<file path="config.mk">
export PLATFORM = sky130hd
export DESIGN_NAME = mhp_top
export DESIGN_NICKNAME = d
export VERILOG_FILES = /design/src/mhp_pkg.sv /design/src/buf_if.sv /design/src/frame_buf.sv /design/src/frame_receiver.sv /design/src/frame_transmitter.sv /design/src/header_parser.sv /design/src/mhp_top.sv /design/src/reply_builder.sv
export SDC_FILE = /design/constraint.sdc
export NUM_CORES = 2
export LEC_CHECK = 0
export BUFFER_PORTS_ARGS = -buffer_cell sky130_fd_sc_hd__buf_2
export CORE_ASPECT_RATIO = 1.1
export CORE_MARGIN = 1.5
export CORE_UTILIZATION = 30
export CTS_CLUSTER_SIZE = 30
export DETAILED_ROUTE_END_ITERATION = 7
export PLACE_DENSITY = 0.52
export SLEW_MARGIN = 20
export SYNTH_ARGS = -nofsm -noshare
export SYNTH_HDL_FRONTEND = slang
export SYNTH_SLANG_ARGS = --single-unit
</file>
<file path="constraint.sdc">
create_clock -name i_clk -period 5.95 [get_ports i_clk]
set_clock_uncertainty 0.2 [all_clocks]
set_input_delay 0.595 -clock i_clk [delete_from_list [all_inputs] [get_ports i_clk]]
set_output_delay 0.595 -clock i_clk [all_outputs]
set_load 0.02 [all_outputs]
</file>
<file path="src/mhp_pkg.sv">
`default_nettype none

package mhp_pkg;

  ////////////////////////////////////////////////////////////////////
  // sizes and timing
  ////////////////////////////////////////////////////////////////////

  localparam int BUF_AW         = 8;
  localparam int HDR_LEN        = 7;
  localparam int RX_IDLE_CYCLES = 63;
  localparam int TX_MIN_LEN     = 16;
  localparam int TYPE_ACK_BIT   = 4;

  ////////////////////////////////////////////////////////////////////
  // frame types
  ////////////////////////////////////////////////////////////////////

  // header as it sits in the frame, first byte in the top bits
  typedef struct packed {
    logic [15:0] src;
    logic [15:0] dst;
    logic [15:0] size;
    logic [7:0]  typ;
  } hdr_t;

  // reply opcodes, same codes as the type byte
  typedef enum logic [4:0] {
    CMD_PING       = 5'd1,
    CMD_ADDR_GRANT = 5'd4
  } cmd_e;

  typedef enum logic [1:0] {
    PH_RX,
    PH_PARSE,
    PH_BUILD,
    PH_TX
  } phase_e;

endpackage

`default_nettype wire

</file>
<file path="src/buf_if.sv">
`timescale 1ns/1ps
`default_nettype none

interface buf_if;
  import mhp_pkg::*;

  logic [BUF_AW-1:0] addr;
  logic              we;
  logic [7:0]        wdata;
  logic [7:0]        rdata;
  logic              en;

  modport master (
    output addr, we, wdata, en,
    input  rdata
  );

  modport memory (
    input  addr, we, wdata, en,
    output rdata
  );

endinterface

`default_nettype wire

</file>
<file path="src/frame_buf.sv">
`timescale 1ns/1ps
`default_nettype none

module frame_buf (
  input  logic  i_clk,
  buf_if.memory bus
);
  import mhp_pkg::*;

  logic [7:0] mem [2**BUF_AW];

  // read data comes one cycle after the address, old data on a write
  always_ff @(posedge i_clk) begin
    if (bus.en) begin
      if (bus.we) begin
        mem[bus.addr] <= bus.wdata;
      end
      bus.rdata <= mem[bus.addr];
    end
  end

endmodule

`default_nettype wire

</file>
<file path="src/frame_receiver.sv">
`timescale 1ns/1ps
`default_nettype none

module frame_receiver (
  input  logic                     i_clk,
  input  logic                     i_rst,
  input  logic                     i_start,
  input  logic [7:0]               i_rdata,
  input  logic                     i_rready,
  output logic                     o_rreq,
  buf_if.master                    bus,
  output logic                     o_done,
  output logic [mhp_pkg::BUF_AW:0] o_len
);
  import mhp_pkg::*;

  localparam int IDLE_W = $clog2(RX_IDLE_CYCLES + 1);

  typedef enum logic [1:0] {
    ST_IDLE,
    ST_LISTEN,
    ST_REQ,
    ST_CAPTURE
  } state_e;

  state_e            state;
  logic [IDLE_W-1:0] idle_cnt;
  logic [BUF_AW:0]   byte_cnt;
  logic              wr_en;
  logic [BUF_AW-1:0] wr_addr;
  logic [7:0]        wr_data;

  // idle_cnt counts cycles since the last request
  always_ff @(posedge i_clk) begin
    if (i_rst) begin
      state    <= ST_IDLE;
      o_rreq   <= 1'b0;
      o_done   <= 1'b0;
      idle_cnt <= '0;
      byte_cnt <= '0;
      wr_en    <= 1'b0;
    end else begin
      o_done <= 1'b0;
      wr_en  <= 1'b0;
      case (state)
        ST_IDLE: begin
          if (i_start) begin
            idle_cnt <= '0;
            byte_cnt <= '0;
            state    <= ST_LISTEN;
          end
        end
        ST_LISTEN: begin
          if (i_rready) begin
            o_rreq   <= 1'b1;
            idle_cnt <= '0;
            state    <= ST_REQ;
          end else if (idle_cnt == IDLE_W'(RX_IDLE_CYCLES)) begin
            // empty quiet period, keep listening
            idle_cnt <= '0;
            if (byte_cnt != '0) begin
              o_done <= 1'b1;
              state  <= ST_IDLE;
            end
          end else begin
            idle_cnt <= idle_cnt + 1'b1;
          end
        end
        ST_REQ: begin
          o_rreq   <= 1'b0;
          idle_cnt <= idle_cnt + 1'b1;
          state    <= ST_CAPTURE;
        end
        ST_CAPTURE: begin
          idle_cnt <= idle_cnt + 1'b1;
          // drop anything past the buffer end
          if (!byte_cnt[BUF_AW]) begin
            wr_en    <= 1'b1;
            byte_cnt <= byte_cnt + 1'b1;
          end
          state <= ST_LISTEN;
        end
        default: state <= ST_IDLE;
      endcase
    end
  end

  always_ff @(posedge i_clk) begin
    if (state == ST_CAPTURE) begin
      wr_addr <= byte_cnt[BUF_AW-1:0];
      wr_data <= i_rdata;
    end
  end

  assign bus.addr  = wr_addr;
  assign bus.we    = wr_en;
  assign bus.wdata = wr_data;
  assign bus.en    = wr_en;
  assign o_len     = byte_cnt;

endmodule

`default_nettype wire

</file>
<file path="src/frame_transmitter.sv">
`timescale 1ns/1ps
`default_nettype none

module frame_transmitter (
  input  logic                       i_clk,
  input  logic                       i_rst,
  input  logic                       i_start,
  input  logic [mhp_pkg::BUF_AW-1:0] i_len,
  buf_if.master                      bus,
  output logic [7:0]                 o_wdata,
  output logic                       o_wvalid,
  input  logic                       i_wready,
  output logic                       o_done
);
  import mhp_pkg::*;

  typedef enum logic [2:0] {
    ST_IDLE,
    ST_NEXT,
    ST_WAIT,
    ST_LOAD,
    ST_SEND
  } state_e;

  state_e            state;
  logic [BUF_AW-1:0] idx;
  logic              rd_en;

  always_ff @(posedge i_clk) begin
    if (i_rst) begin
      state    <= ST_IDLE;
      idx      <= '0;
      rd_en    <= 1'b0;
      o_wvalid <= 1'b0;
      o_done   <= 1'b0;
    end else begin
      o_done <= 1'b0;
      case (state)
        ST_IDLE: begin
          if (i_start) begin
            idx   <= '0;
            state <= ST_NEXT;
          end
        end
        ST_NEXT: begin
          // past the reply length only padding goes out
          if (idx < i_len) begin
            rd_en <= 1'b1;
            state <= ST_WAIT;
          end else begin
            o_wvalid <= 1'b1;
            state    <= ST_SEND;
          end
        end
        ST_WAIT: begin
          rd_en <= 1'b0;
          state <= ST_LOAD;
        end
        ST_LOAD: begin
          o_wvalid <= 1'b1;
          state    <= ST_SEND;
        end
        ST_SEND: begin
          if (i_wready) begin
            o_wvalid <= 1'b0;
            if (idx == BUF_AW'(TX_MIN_LEN - 1)) begin
              o_done <= 1'b1;
              state  <= ST_IDLE;
            end else begin
              idx   <= idx + 1'b1;
              state <= ST_NEXT;
            end
          end
        end
        default: state <= ST_IDLE;
      endcase
    end
  end

  always_ff @(posedge i_clk) begin
    if (state == ST_NEXT) begin
      o_wdata <= '0;
    end else if (state == ST_LOAD) begin
      o_wdata <= bus.rdata;
    end
  end

  assign bus.addr  = idx;
  assign bus.we    = 1'b0;
  assign bus.wdata = '0;
  assign bus.en    = rd_en;

endmodule

`default_nettype wire

</file>
<file path="src/header_parser.sv">
`timescale 1ns/1ps
`default_nettype none

module header_parser (
  input  logic          i_clk,
  input  logic          i_rst,
  input  logic          i_start,
  buf_if.master         bus,
  output logic          o_done,
  output mhp_pkg::hdr_t o_hdr
);
  import mhp_pkg::*;

  typedef enum logic [1:0] {
    ST_IDLE,
    ST_ADDR,
    ST_WAIT,
    ST_LOAD
  } state_e;

  state_e            state;
  logic [2:0]        idx;
  logic              rd_en;
  logic [BUF_AW-1:0] rd_addr;

  always_ff @(posedge i_clk) begin
    if (i_rst) begin
      state  <= ST_IDLE;
      idx    <= '0;
      rd_en  <= 1'b0;
      o_done <= 1'b0;
    end else begin
      o_done <= 1'b0;
      case (state)
        ST_IDLE: begin
          if (i_start) begin
            idx   <= '0;
            state <= ST_ADDR;
          end
        end
        ST_ADDR: begin
          rd_en <= 1'b1;
          state <= ST_WAIT;
        end
        ST_WAIT: begin
          rd_en <= 1'b0;
          state <= ST_LOAD;
        end
        ST_LOAD: begin
          if (idx == 3'(HDR_LEN - 1)) begin
            o_done <= 1'b1;
            state  <= ST_IDLE;
          end else begin
            idx   <= idx + 1'b1;
            state <= ST_ADDR;
          end
        end
        default: state <= ST_IDLE;
      endcase
    end
  end

  // bytes shift in from the bottom, so frame order lands msb first
  always_ff @(posedge i_clk) begin
    if (state == ST_ADDR) begin
      rd_addr <= BUF_AW'(idx);
    end
    if (state == ST_LOAD) begin
      o_hdr <= hdr_t'({o_hdr[HDR_LEN*8-9:0], bus.rdata});
    end
  end

  assign bus.addr  = rd_addr;
  assign bus.we    = 1'b0;
  assign bus.wdata = '0;
  assign bus.en    = rd_en;

endmodule

`default_nettype wire

</file>
<file path="src/mhp_top.sv">
`timescale 1ns/1ps
`default_nettype none

module mhp_top (
  input  logic       i_clk,
  input  logic       i_rst,
  input  logic [7:0] i_rdata,
  input  logic       i_rready,
  output logic       o_rreq,
  output logic [7:0] o_wdata,
  input  logic       i_wready,
  output logic       o_wvalid,
  output logic       o_addr_granted
);
  import mhp_pkg::*;

  buf_if rx_bus ();
  buf_if prs_bus ();
  buf_if bld_bus ();
  buf_if tx_bus ();
  buf_if mem_bus ();

  phase_e            phase;
  logic              busy;
  logic              start_q;
  logic              granted;
  cmd_e              cmd_q;
  cmd_e              next_cmd;
  logic              reply_en;
  hdr_t              hdr;
  logic [BUF_AW:0]   rx_len;
  logic [BUF_AW-1:0] bld_len;
  logic              rx_done;
  logic              prs_done;
  logic              bld_done;
  logic              tx_done;

  ////////////////////////////////////////////////////////////////////
  // reply decision
  ////////////////////////////////////////////////////////////////////

  // bit 7 of the type byte is the direction and plays no part
  always_comb begin
    reply_en = 1'b0;
    next_cmd = CMD_PING;
    if (!hdr.typ[TYPE_ACK_BIT]) begin
      if (!granted) begin
        reply_en = 1'b1;
        next_cmd = CMD_ADDR_GRANT;
      end else if (hdr.typ[6:0] == 7'(CMD_PING)) begin
        reply_en = 1'b1;
      end
    end
  end

  ////////////////////////////////////////////////////////////////////
  // phase sequencer
  ////////////////////////////////////////////////////////////////////

  // one start pulse per phase, next phase on the block's done
  always_ff @(posedge i_clk) begin
    if (i_rst) begin
      phase   <= PH_RX;
      busy    <= 1'b0;
      start_q <= 1'b0;
      granted <= 1'b0;
      cmd_q   <= CMD_PING;
    end else begin
      start_q <= 1'b0;
      if (!busy) begin
        start_q <= 1'b1;
        busy    <= 1'b1;
      end else begin
        case (phase)
          PH_RX: begin
            if (rx_done) begin
              busy <= 1'b0;
              if (rx_len >= HDR_LEN) begin
                phase <= PH_PARSE;
              end
            end
          end
          PH_PARSE: begin
            if (prs_done) begin
              busy  <= 1'b0;
              cmd_q <= next_cmd;
              phase <= reply_en ? PH_BUILD : PH_RX;
            end
          end
          PH_BUILD: begin
            if (bld_done) begin
              busy  <= 1'b0;
              phase <= PH_TX;
            end
          end
          default: begin
            if (tx_done) begin
              busy  <= 1'b0;
              phase <= PH_RX;
              if (cmd_q == CMD_ADDR_GRANT) begin
                granted <= 1'b1;
              end
            end
          end
        endcase
      end
    end
  end

  ////////////////////////////////////////////////////////////////////
  // buffer port mux
  ////////////////////////////////////////////////////////////////////

  always_comb begin
    case (phase)
      PH_RX: begin
        mem_bus.addr  = rx_bus.addr;
        mem_bus.we    = rx_bus.we;
        mem_bus.wdata = rx_bus.wdata;
        mem_bus.en    = rx_bus.en;
      end
      PH_PARSE: begin
        mem_bus.addr  = prs_bus.addr;
        mem_bus.we    = prs_bus.we;
        mem_bus.wdata = prs_bus.wdata;
        mem_bus.en    = prs_bus.en;
      end
      PH_BUILD: begin
        mem_bus.addr  = bld_bus.addr;
        mem_bus.we    = bld_bus.we;
        mem_bus.wdata = bld_bus.wdata;
        mem_bus.en    = bld_bus.en;
      end
      default: begin
        mem_bus.addr  = tx_bus.addr;
        mem_bus.we    = tx_bus.we;
        mem_bus.wdata = tx_bus.wdata;
        mem_bus.en    = tx_bus.en;
      end
    endcase
  end

  assign rx_bus.rdata  = (phase == PH_RX) ? mem_bus.rdata : '0;
  assign prs_bus.rdata = (phase == PH_PARSE) ? mem_bus.rdata : '0;
  assign bld_bus.rdata = (phase == PH_BUILD) ? mem_bus.rdata : '0;
  assign tx_bus.rdata  = (phase == PH_TX) ? mem_bus.rdata : '0;

  frame_buf frame_buf_i (
    .i_clk (i_clk),
    .bus   (mem_bus.memory)
  );

  frame_receiver frame_receiver_i (
    .i_clk    (i_clk),
    .i_rst    (i_rst),
    .i_start  (start_q && (phase == PH_RX)),
    .i_rdata  (i_rdata),
    .i_rready (i_rready),
    .o_rreq   (o_rreq),
    .bus      (rx_bus.master),
    .o_done   (rx_done),
    .o_len    (rx_len)
  );

  header_parser header_parser_i (
    .i_clk   (i_clk),
    .i_rst   (i_rst),
    .i_start (start_q && (phase == PH_PARSE)),
    .bus     (prs_bus.master),
    .o_done  (prs_done),
    .o_hdr   (hdr)
  );

  reply_builder reply_builder_i (
    .i_clk   (i_clk),
    .i_rst   (i_rst),
    .i_start (start_q && (phase == PH_BUILD)),
    .i_cmd   (cmd_q),
    .i_hdr   (hdr),
    .bus     (bld_bus.master),
    .o_done  (bld_done),
    .o_len   (bld_len)
  );

  frame_transmitter frame_transmitter_i (
    .i_clk    (i_clk),
    .i_rst    (i_rst),
    .i_start  (start_q && (phase == PH_TX)),
    .i_len    (bld_len),
    .bus      (tx_bus.master),
    .o_wdata  (o_wdata),
    .o_wvalid (o_wvalid),
    .i_wready (i_wready),
    .o_done   (tx_done)
  );

  assign o_addr_granted = granted;

endmodule

`default_nettype wire

</file>
<file path="src/reply_builder.sv">
`timescale 1ns/1ps
`default_nettype none

module reply_builder (
  input  logic                       i_clk,
  input  logic                       i_rst,
  input  logic                       i_start,
  input  mhp_pkg::cmd_e              i_cmd,
  input  mhp_pkg::hdr_t              i_hdr,
  buf_if.master                      bus,
  output logic                       o_done,
  output logic [mhp_pkg::BUF_AW-1:0] o_len
);
  import mhp_pkg::*;

  localparam int PING_LEN  = 10;
  localparam int GRANT_LEN = 11;

  // last two bytes of each template hold the checksum
  localparam logic [7:0] PING_TMPL [PING_LEN] = '{
    8'hff, 8'hff, 8'h00, 8'h00, 8'h00, 8'h01, 8'h81, 8'h00, 8'h00, 8'h00
  };
  localparam logic [7:0] GRANT_TMPL [GRANT_LEN] = '{
    8'hff, 8'hff, 8'h00, 8'h00, 8'h00, 8'h02, 8'h92, 8'h01, 8'h20, 8'h00, 8'h00
  };

  typedef enum logic [2:0] {
    ST_IDLE,
    ST_TMPL,
    ST_SWAP,
    ST_RD_ADDR,
    ST_RD_WAIT,
    ST_RD_ACC,
    ST_CK_HI,
    ST_CK_LO
  } state_e;

  state_e            state;
  cmd_e              cmd_q;
  logic [BUF_AW-1:0] idx;
  logic [BUF_AW-1:0] addr_q;
  logic [7:0]        wdata_q;
  logic              wr_en;
  logic              rd_en;
  logic [15:0]       sum;
  logic [7:0]        tmpl_byte;
  logic [7:0]        swap_byte;

  assign tmpl_byte = (cmd_q == CMD_ADDR_GRANT) ? GRANT_TMPL[idx[3:0]] : PING_TMPL[idx[3:0]];

  // reply source is the received destination and vice versa
  always_comb begin
    case (idx[1:0])
      2'd0:    swap_byte = i_hdr.dst[15:8];
      2'd1:    swap_byte = i_hdr.dst[7:0];
      2'd2:    swap_byte = i_hdr.src[15:8];
      default: swap_byte = i_hdr.src[7:0];
    endcase
  end

  always_ff @(posedge i_clk) begin
    if (i_rst) begin
      state  <= ST_IDLE;
      cmd_q  <= CMD_PING;
      idx    <= '0;
      o_len  <= '0;
      wr_en  <= 1'b0;
      rd_en  <= 1'b0;
      o_done <= 1'b0;
    end else begin
      o_done <= 1'b0;
      wr_en  <= 1'b0;
      rd_en  <= 1'b0;
      case (state)
        ST_IDLE: begin
          if (i_start) begin
            cmd_q <= i_cmd;
            o_len <= (i_cmd == CMD_ADDR_GRANT) ? BUF_AW'(GRANT_LEN) : BUF_AW'(PING_LEN);
            idx   <= '0;
            state <= ST_TMPL;
          end
        end
        ST_TMPL: begin
          wr_en <= 1'b1;
          idx   <= idx + 1'b1;
          if (idx == o_len - 1'b1) begin
            idx   <= '0;
            state <= ST_SWAP;
          end
        end
        ST_SWAP: begin
          wr_en <= 1'b1;
          idx   <= idx + 1'b1;
          if (idx == BUF_AW'(3)) begin
            idx   <= '0;
            state <= ST_RD_ADDR;
          end
        end
        ST_RD_ADDR: begin
          rd_en <= 1'b1;
          state <= ST_RD_WAIT;
        end
        ST_RD_WAIT: begin
          state <= ST_RD_ACC;
        end
        ST_RD_ACC: begin
          if (idx == o_len - 2'd3) begin
            state <= ST_CK_HI;
          end else begin
            idx   <= idx + 1'b1;
            state <= ST_RD_ADDR;
          end
        end
        ST_CK_HI: begin
          wr_en <= 1'b1;
          state <= ST_CK_LO;
        end
        ST_CK_LO: begin
          wr_en  <= 1'b1;
          o_done <= 1'b1;
          state  <= ST_IDLE;
        end
        default: state <= ST_IDLE;
      endcase
    end
  end

  ////////////////////////////////////////////////////////////////////
  // write data and running sum
  ////////////////////////////////////////////////////////////////////

  always_ff @(posedge i_clk) begin
    case (state)
      ST_TMPL: begin
        addr_q  <= idx;
        wdata_q <= tmpl_byte;
      end
      ST_SWAP: begin
        addr_q  <= idx;
        wdata_q <= swap_byte;
        sum     <= '0;
      end
      ST_RD_ADDR: addr_q <= idx;
      ST_RD_ACC:  sum <= sum + {8'h00, bus.rdata};
      ST_CK_HI: begin
        addr_q  <= o_len - 2'd2;
        wdata_q <= sum[15:8];
      end
      ST_CK_LO: begin
        addr_q  <= o_len - 1'b1;
        wdata_q <= sum[7:0];
      end
      default: ;
    endcase
  end

  assign bus.addr  = addr_q;
  assign bus.we    = wr_en;
  assign bus.wdata = wdata_q;
  assign bus.en    = wr_en | rd_en;

endmodule

`default_nettype wire

</file>
## After elaboration in Yosys (flattened, before gate mapping)

Memory sizes are Yosys's and may differ from the RTL's. A register that Yosys moved wholly into a read port is not among the register bits.
Cells that the tools add are included.

- Bits in latches: 0
- Memories: 3
- Memory bits (read-only): 256
- Register bits after elaboration: 193
- Bits in writable memories: 2,048

Memories:

| memory | depth | bits a word | rd ports | clocked after Yosys merged registers in | write ports | line | RTL |
|---|---|---|---|---|---|---|---|
| frame_buf_i.mem | 256 | 8 | 1 | 1 | 1 | frame_buf.sv:10 | `logic [7:0] mem [2**BUF_AW];` |
| (no name shown) | 16 | 8 | 1 | 0 | 0 | reply_builder.sv:49 | `assign tmpl_byte = (cmd_q == CMD_ADDR_GRANT) ? GRANT_TMPL[idx[3:0]] : PING_TMPL[idx[3:0]];` |
| (no name shown) | 16 | 8 | 1 | 0 | 0 | reply_builder.sv:49 |  |

- Magnitude comparators: 3
- Reductions and logical operators: 46
- Shift operators: 0
- $add $sub $neg: 9
- Equal/unequal tests: 51
- Muxes and demuxes: 90
- Bitwise operators: 9
- Div/mod/pow operators: 0
- Multipliers: 0

Operator list:

| cell | count |
|---|---|
| $mux 8 | 14 |
| $pmux 8 s3 | 3 |
| $pmux 8 s4 | 2 |
| $mux 3 | 11 |
| $pmux 16 s2 | 1 |
| $pmux 8 s2 | 2 |
| $mux 1 | 26 |
| $pmux 3 s8 | 1 |
| $mux 2 | 11 |
| $reduce_and 3->1 | 7 |
| $ne 2x1->1 const B | 10 |
| $eq 3x3->1 const B | 6 |
| $mux 6 | 3 |
| $mux 9 | 2 |
| $pmux 6 s3 | 1 |
| $pmux 9 s2 | 1 |
| $add 16x8->16 | 1 |
| $add 8x1->8 const B | 2 |
| $eq 8x8->1 | 2 |
| $ne 2x2->1 const B | 8 |
| $pmux 2 s4 | 2 |
| $sub 8x2->8 const B | 2 |
| $pmux 3 s5 | 1 |
| $eq 2x2->1 const B | 7 |
| 36 further kinds | 82 |

## Depth between registers and ports, before layout

- Depth in word-level cells: 7
- Gate-level depth with buffers: 16
- Depth with buffers taken out: 13

## By module

From an unflattened synthesis, not the netlist that was laid out.

- Cells, all modules: 4,440
- Area, all modules: 87,920.6 um^2

Modules (own cells, without submodules):

| module | instances | seq. area each (um^2) | area an instance (um^2) | cells an instance |
|---|---|---|---|---|
| frame_buf | 1 | 61,739.2 | 78,363.9 | 3,525 |
| reply_builder | 1 | 1,381.3 | 3,316.9 | 358 |
| header_parser | 1 | 1,911.8 | 2,283.4 | 116 |
| frame_receiver | 1 | 880.8 | 1,591.5 | 146 |
| frame_transmitter | 1 | 440.4 | 1,224.9 | 143 |
| mhp_top | 1 | 140.1 | 1,139.8 | 152 |

## Worst setup path after synthesis

No wires, ideal clock.

- Path kind: register -> register
- Start point: register phase[0]
- End point: memory frame_buf_i.mem[0][3] (data pin)
- Path slack: 0.293 ns
- Arrival: 4.591 ns
- Required time: 4.884 ns
- Stages on the path, launching flop included: 7
- Path buffers: 3
- Library setup time: 0.866 ns
- Period minus slack after synthesis: 5.657 ns
- Path through: dfxtp_1 -> inv_1 -> ha_1 -> buf_2 -> buf_1 -> clkbuf_1 -> a22o_1

- Cells in the longest elaborated chain, start to end: 2
- Elaborated cells on any way between the ends: 3

Ends and longest elaborated chain:

| element | line | RTL |
|---|---|---|
| start, declared | mhp_top.sv:23 | `phase_e phase;` |
| start signal, assigned | mhp_top.sv:87 | `phase <= reply_en ? PH_BUILD : PH_RX;` |
| $eq 2x2->1 or $logic_not 2->1 (tied branches) | mhp_top.sv:115 | `case (phase)` |
| $pmux 8 s2 (*) | mhp_top.sv:115 |  |
| net frame_buf_i.bus.wdata[3] | buf_if.sv:19 | `input addr, we, wdata, en,` |
| end, declared | frame_buf.sv:10 |  |

Mark *: on every way through the listed nets, which the timed path passes. The rest lies on a longest branch.

## Final worst setup path

- Start point: register phase[0]
- End point: register frame_buf_i.bus.rdata[7] (read register of frame_buf_i.mem) (data pin)

- Cells in the longest elaborated chain, start to end: 2
- Elaborated cells on any way between the ends: 5

Ends and longest elaborated chain:

| element | line | RTL |
|---|---|---|
| $eq 2x2->1 (tied with other cells) | mhp_top.sv:115 |  |
| $pmux 8 s3 or $pmux 1 s3 (tied branches) | mhp_top.sv:115 |  |
| end, declared | buf_if.sv:20 | `output rdata` |

Several ways; a longest one is shown, not always the timed one.
A chain may end at the register's enable or synchronous reset.

==> results by group <==
Status
  – Status: finished, final reports clean

Floorplanning
  – Die X-Extent: about 530 µm
  – Initial core utilization: between 30% and 40%
  – Cell Rows: 210
  – Die Ht: between 500 and 600 µm
  – Die area: slightly above 0.3 mm²
  – Core Footprint: about 0.30 mm²
  – Ports: 23

Setup path
  – Critical path type: flip-flop to flip-flop
  – Critical path startpoint category: flip-flop
  – CP arrival: roughly 6.2 ns
  – WP data required: approximately 6.3 ns
  – Critical path endpoint category: flip-flop
  – Worst Path Max Fanout: 30

Placed design
  – Placement Setup Slack: around 0.041 ns
  – Placed cells: around 10000
  – I/O Buffers: 22
  – Gp weighted congestion: about 0.86
  – Final HPWL DP: approximately 160 mm

Global routing
  – Antenna violations before repair: 18
  – First-pass GRT wire length: roughly 390 mm
  – Number of global-route vias before repair: between 50000 and 60000
  – Gr usage total: ~17%
  – Remaining Overflow, GRT: 0
  – Largest net degree at the start of global routing: roughly 170

Clock network
  – H-Tree Depth: 4
  – Clock Latency Late Sink: around 0.90 ns
  – Post-CTS Setup Bufs: 0
  – Clock Sinks: 2237
  – CTS tree: done
  – Clk slew on worst S/H paths: around 0.06 ns
  – Root buffer cell: clkbuf_16
  – CTS max path bufs: 4
  – Num CTS Buffers: approximately 230

Finish
  – Register area: 0.0664 mm²
  – FILL cells: approximately 29000
  – Non-filler cells, final: 10899
  – Multi-input gate area: 0.0215 mm²
  – Finished Core Util: 35.0%
  – P&R area growth vs syn: 15.8%
  – Nets: about 7000
  – Share of layout cells above drive strength 1: between 10 and 15%

Power and ir drop
  – Worst vdd rail ir drop: roughly 0.00024 V
  – Leakage power: 34.2 nW
  – Power Density: 304 mW/mm²

Route
  – Via count: 56889
  – DR DRC count: 0
  – Initial DRC Count: between 5000 and 6000
  – Total wire length: ~270 mm
  – Avg WL per Cell: between 20 and 25 µm
  – Avg Vias per Cell: ~5.2
  – Number of routed nets with antenna violations: 0
  – TritonRoute pass-1 iters: 6

Logic synthesis
  – Cell taking the most area after synthesis: edfxtp_1
  – Mean Syn Cell Area: ~14 µm²
  – Post-synth top area share: 72.0%
  – Count of cell types in the netlist: 65
  – Top area cells in the synthesized netlist: edfxtp_1, nand2_1, a32oi_1, mux2i_1, a21oi_1
  – Post-Syn Instances: between 6000 and 7000
  – Mapped Nets: roughly 6600
  – Synth Warn #: 0
  – Mapped Area: between 0.09 and 0.1 mm²
  – Synth Register Bits: ~2200
  – Seq/Total Area, Yosys: between 70 and 80%
  – Ys flop type: edfxtp_1
  – Number of synthesized flops with an enable pin: 2163
  – Synth async-reset ratio: 0%

Timing
  – Worst slew pin tran: roughly 1.2 ns
  – Fin. Hold Viols: 0
  – Maximum clock frequency: ~0.17 GHz
  – Minimum clock period: roughly 5.8 ns
  – RSZ-0062 raised after global routing: false
  – Slew Limit Fails: 0
  – Slew margin rel.: between 20% and 30%
  – Final hold slack: between 0.09 and 0.1 ns
  – Final WS setup: approximately 0.15 ns
  – Finish-stage setup viols: 0
  – TNS Setup: 0 ns
  – Tcrit/Tclk final: a little over nine tenths

Hold path
  – Hold WC Path Type: input pin to flip-flop

Flow run
  – Max cap viols: 0
[flip-flops by register name (all words and copies together), names as in the netlist, 9 cells and up]
signal and cells:
frame_receiver_i.o_len 9, header_parser_i.o_hdr 56, reply_builder_i.sum 16, frame_buf_i.mem 2048
[cell type report]
type	instances	area share (%)
Antenna cell	7	0.0168
Clock buffer	276	5.72
Clock inverter	143	1.29
Inverter	121	0.438
Multi-Input combinational cell	3769	20.6
Sequential cell	2237	63.6
Tap cell	3922	4.70
Timing Repair Buffer	424	3.61
[worst max-delay path, stage by stage, from the launching register on]
cell and delay (ns):
dfxtp_1 0.44, inv_1 0.17, ha_1 0.28, buf_4 0.19, a222oi_1 0.49, buf_4 0.48
a21oi_4 0.26, nor2_4 0.66, buf_4 0.47, a32oi_1 0.15, a21oi_1 0.32, nor4_1 0.17
buf_4 0.18, nor4_1 0.87, nor4_1 0.13
[layer usage]
metal | part of all wire, % | vias to the layer above | GRT usage (%)
met4 | 3.2 | 6 | 5.56
met1 | 42 | 28939 | 23.3
li1 | - | 25401 | -
met5 | 0.015 | - | 0
met2 | 48 | 2118 | 28.4
met3 | 6.8 | 425 | 2.46
[final timing paths]
path / depth (start not counted) / slack [ns] / end / startpoint
max: 14 / 0.15 / frame_buf_i.bus.rdata[7] / phase[0]
min: 2 / 0.09 / frame_transmitter_i.bus.en / i_rst
max reg2reg: 14 / 0.15 / frame_buf_i.bus.rdata[7] / phase[0]
min reg2reg: 0 / 0.22 / header_parser_i.o_hdr[27] / header_parser_i.o_hdr[19]
[placed cells by master (no fill, tap or decap), drive strengths merged, types with 10 or more instances in the layout]
master and count:
a2111oi 43, a211oi 234, a21oi 373, a221oi 39
a222oi 11, a22o 25, a22oi 112, a311oi 18
a31oi 105, a32oi 274, and2 21, and3 11
buf 414, bufinv 23, clkbuf 276, clkinv 109
dfxtp 74, dlygate4sd3 10, edfxtp 2163, ha 44
inv 126, mux2i 219, nand2 1383, nand3 214
nor2 357, nor2b 39, nor3 21, nor4 55
o21ai 55, o41ai 19, xnor2 14, xor2 14
[per-stage QoR]
stage | instance area [µm²] | total power [mW]
after global routing | 104000 | 32.5
after global placement | 96900 | 17.8
final | 104000 | 31.7
after floorplan | 90200 | 17.6
after detailed placement | 96900 | 17.8
after CTS | 104000 | 31.9
[synthesized netlist by cell type (5+ instances only)]
| cell | n |
|---|---|
| inv_1 | 120 |
| mux2i_1 | 218 |
| a22o_1 | 25 |
| and3_1 | 11 |
| a222oi_1 | 11 |
| nor2b_1 | 39 |
| a21oi_1 | 371 |
| nor2_1 | 355 |
| nand4_1 | 7 |
| nand3_1 | 214 |
| buf_2 | 181 |
| a221oi_1 | 39 |
| xor2_1 | 14 |
| dfxtp_1 | 74 |
| a211oi_1 | 234 |
| a311oi_1 | 18 |
| o41ai_1 | 19 |
| and2_1 | 21 |
| a32oi_1 | 274 |
| buf_1 | 19 |
| ha_1 | 44 |
| edfxtp_1 | 2163 |
| a2111oi_0 | 43 |
| nor3_1 | 21 |
| nor4_1 | 53 |
| or3_1 | 7 |
| xnor2_1 | 14 |
| buf_4 | 22 |
| o21ai_0 | 51 |
| nand2b_1 | 7 |
| a22oi_1 | 112 |
| o21bai_1 | 5 |
| nand2_1 | 1383 |
| clkbuf_1 | 235 |
| a31oi_1 | 105 |
| or2_2 | 7 |
| o21a_1 | 5 |
[cells by family after synthesis]
kind of cell | share of synthesized area (%)
flops | 73.7
xor+xnor | 0.272
simple gates | 9.71
mux | 2.46
buf+inv | 2.79
fa+ha+maj | 0.633
compound gates | 10.5
[repair_timing]
item	in CTS	in global routing
hold buffers	10	0
gates resized for setup	0	6
endpoints found under the setup margin	0	8
endpoints found under the hold margin	15	0
[where the power goes]
part / switching, mW / leakage, nW / total (mW) / internal (mW)
logic: 0.250 / 10.6 / 0.369 / 0.120
clock network: 6.10 / 3.58 / 14.2 / 8.12
registers: 0.0299 / 20.0 / 17.1 / 17.1
total: 6.38 / 34.2 / 31.7 / 25.3
(Power assumes the default switching activity.)
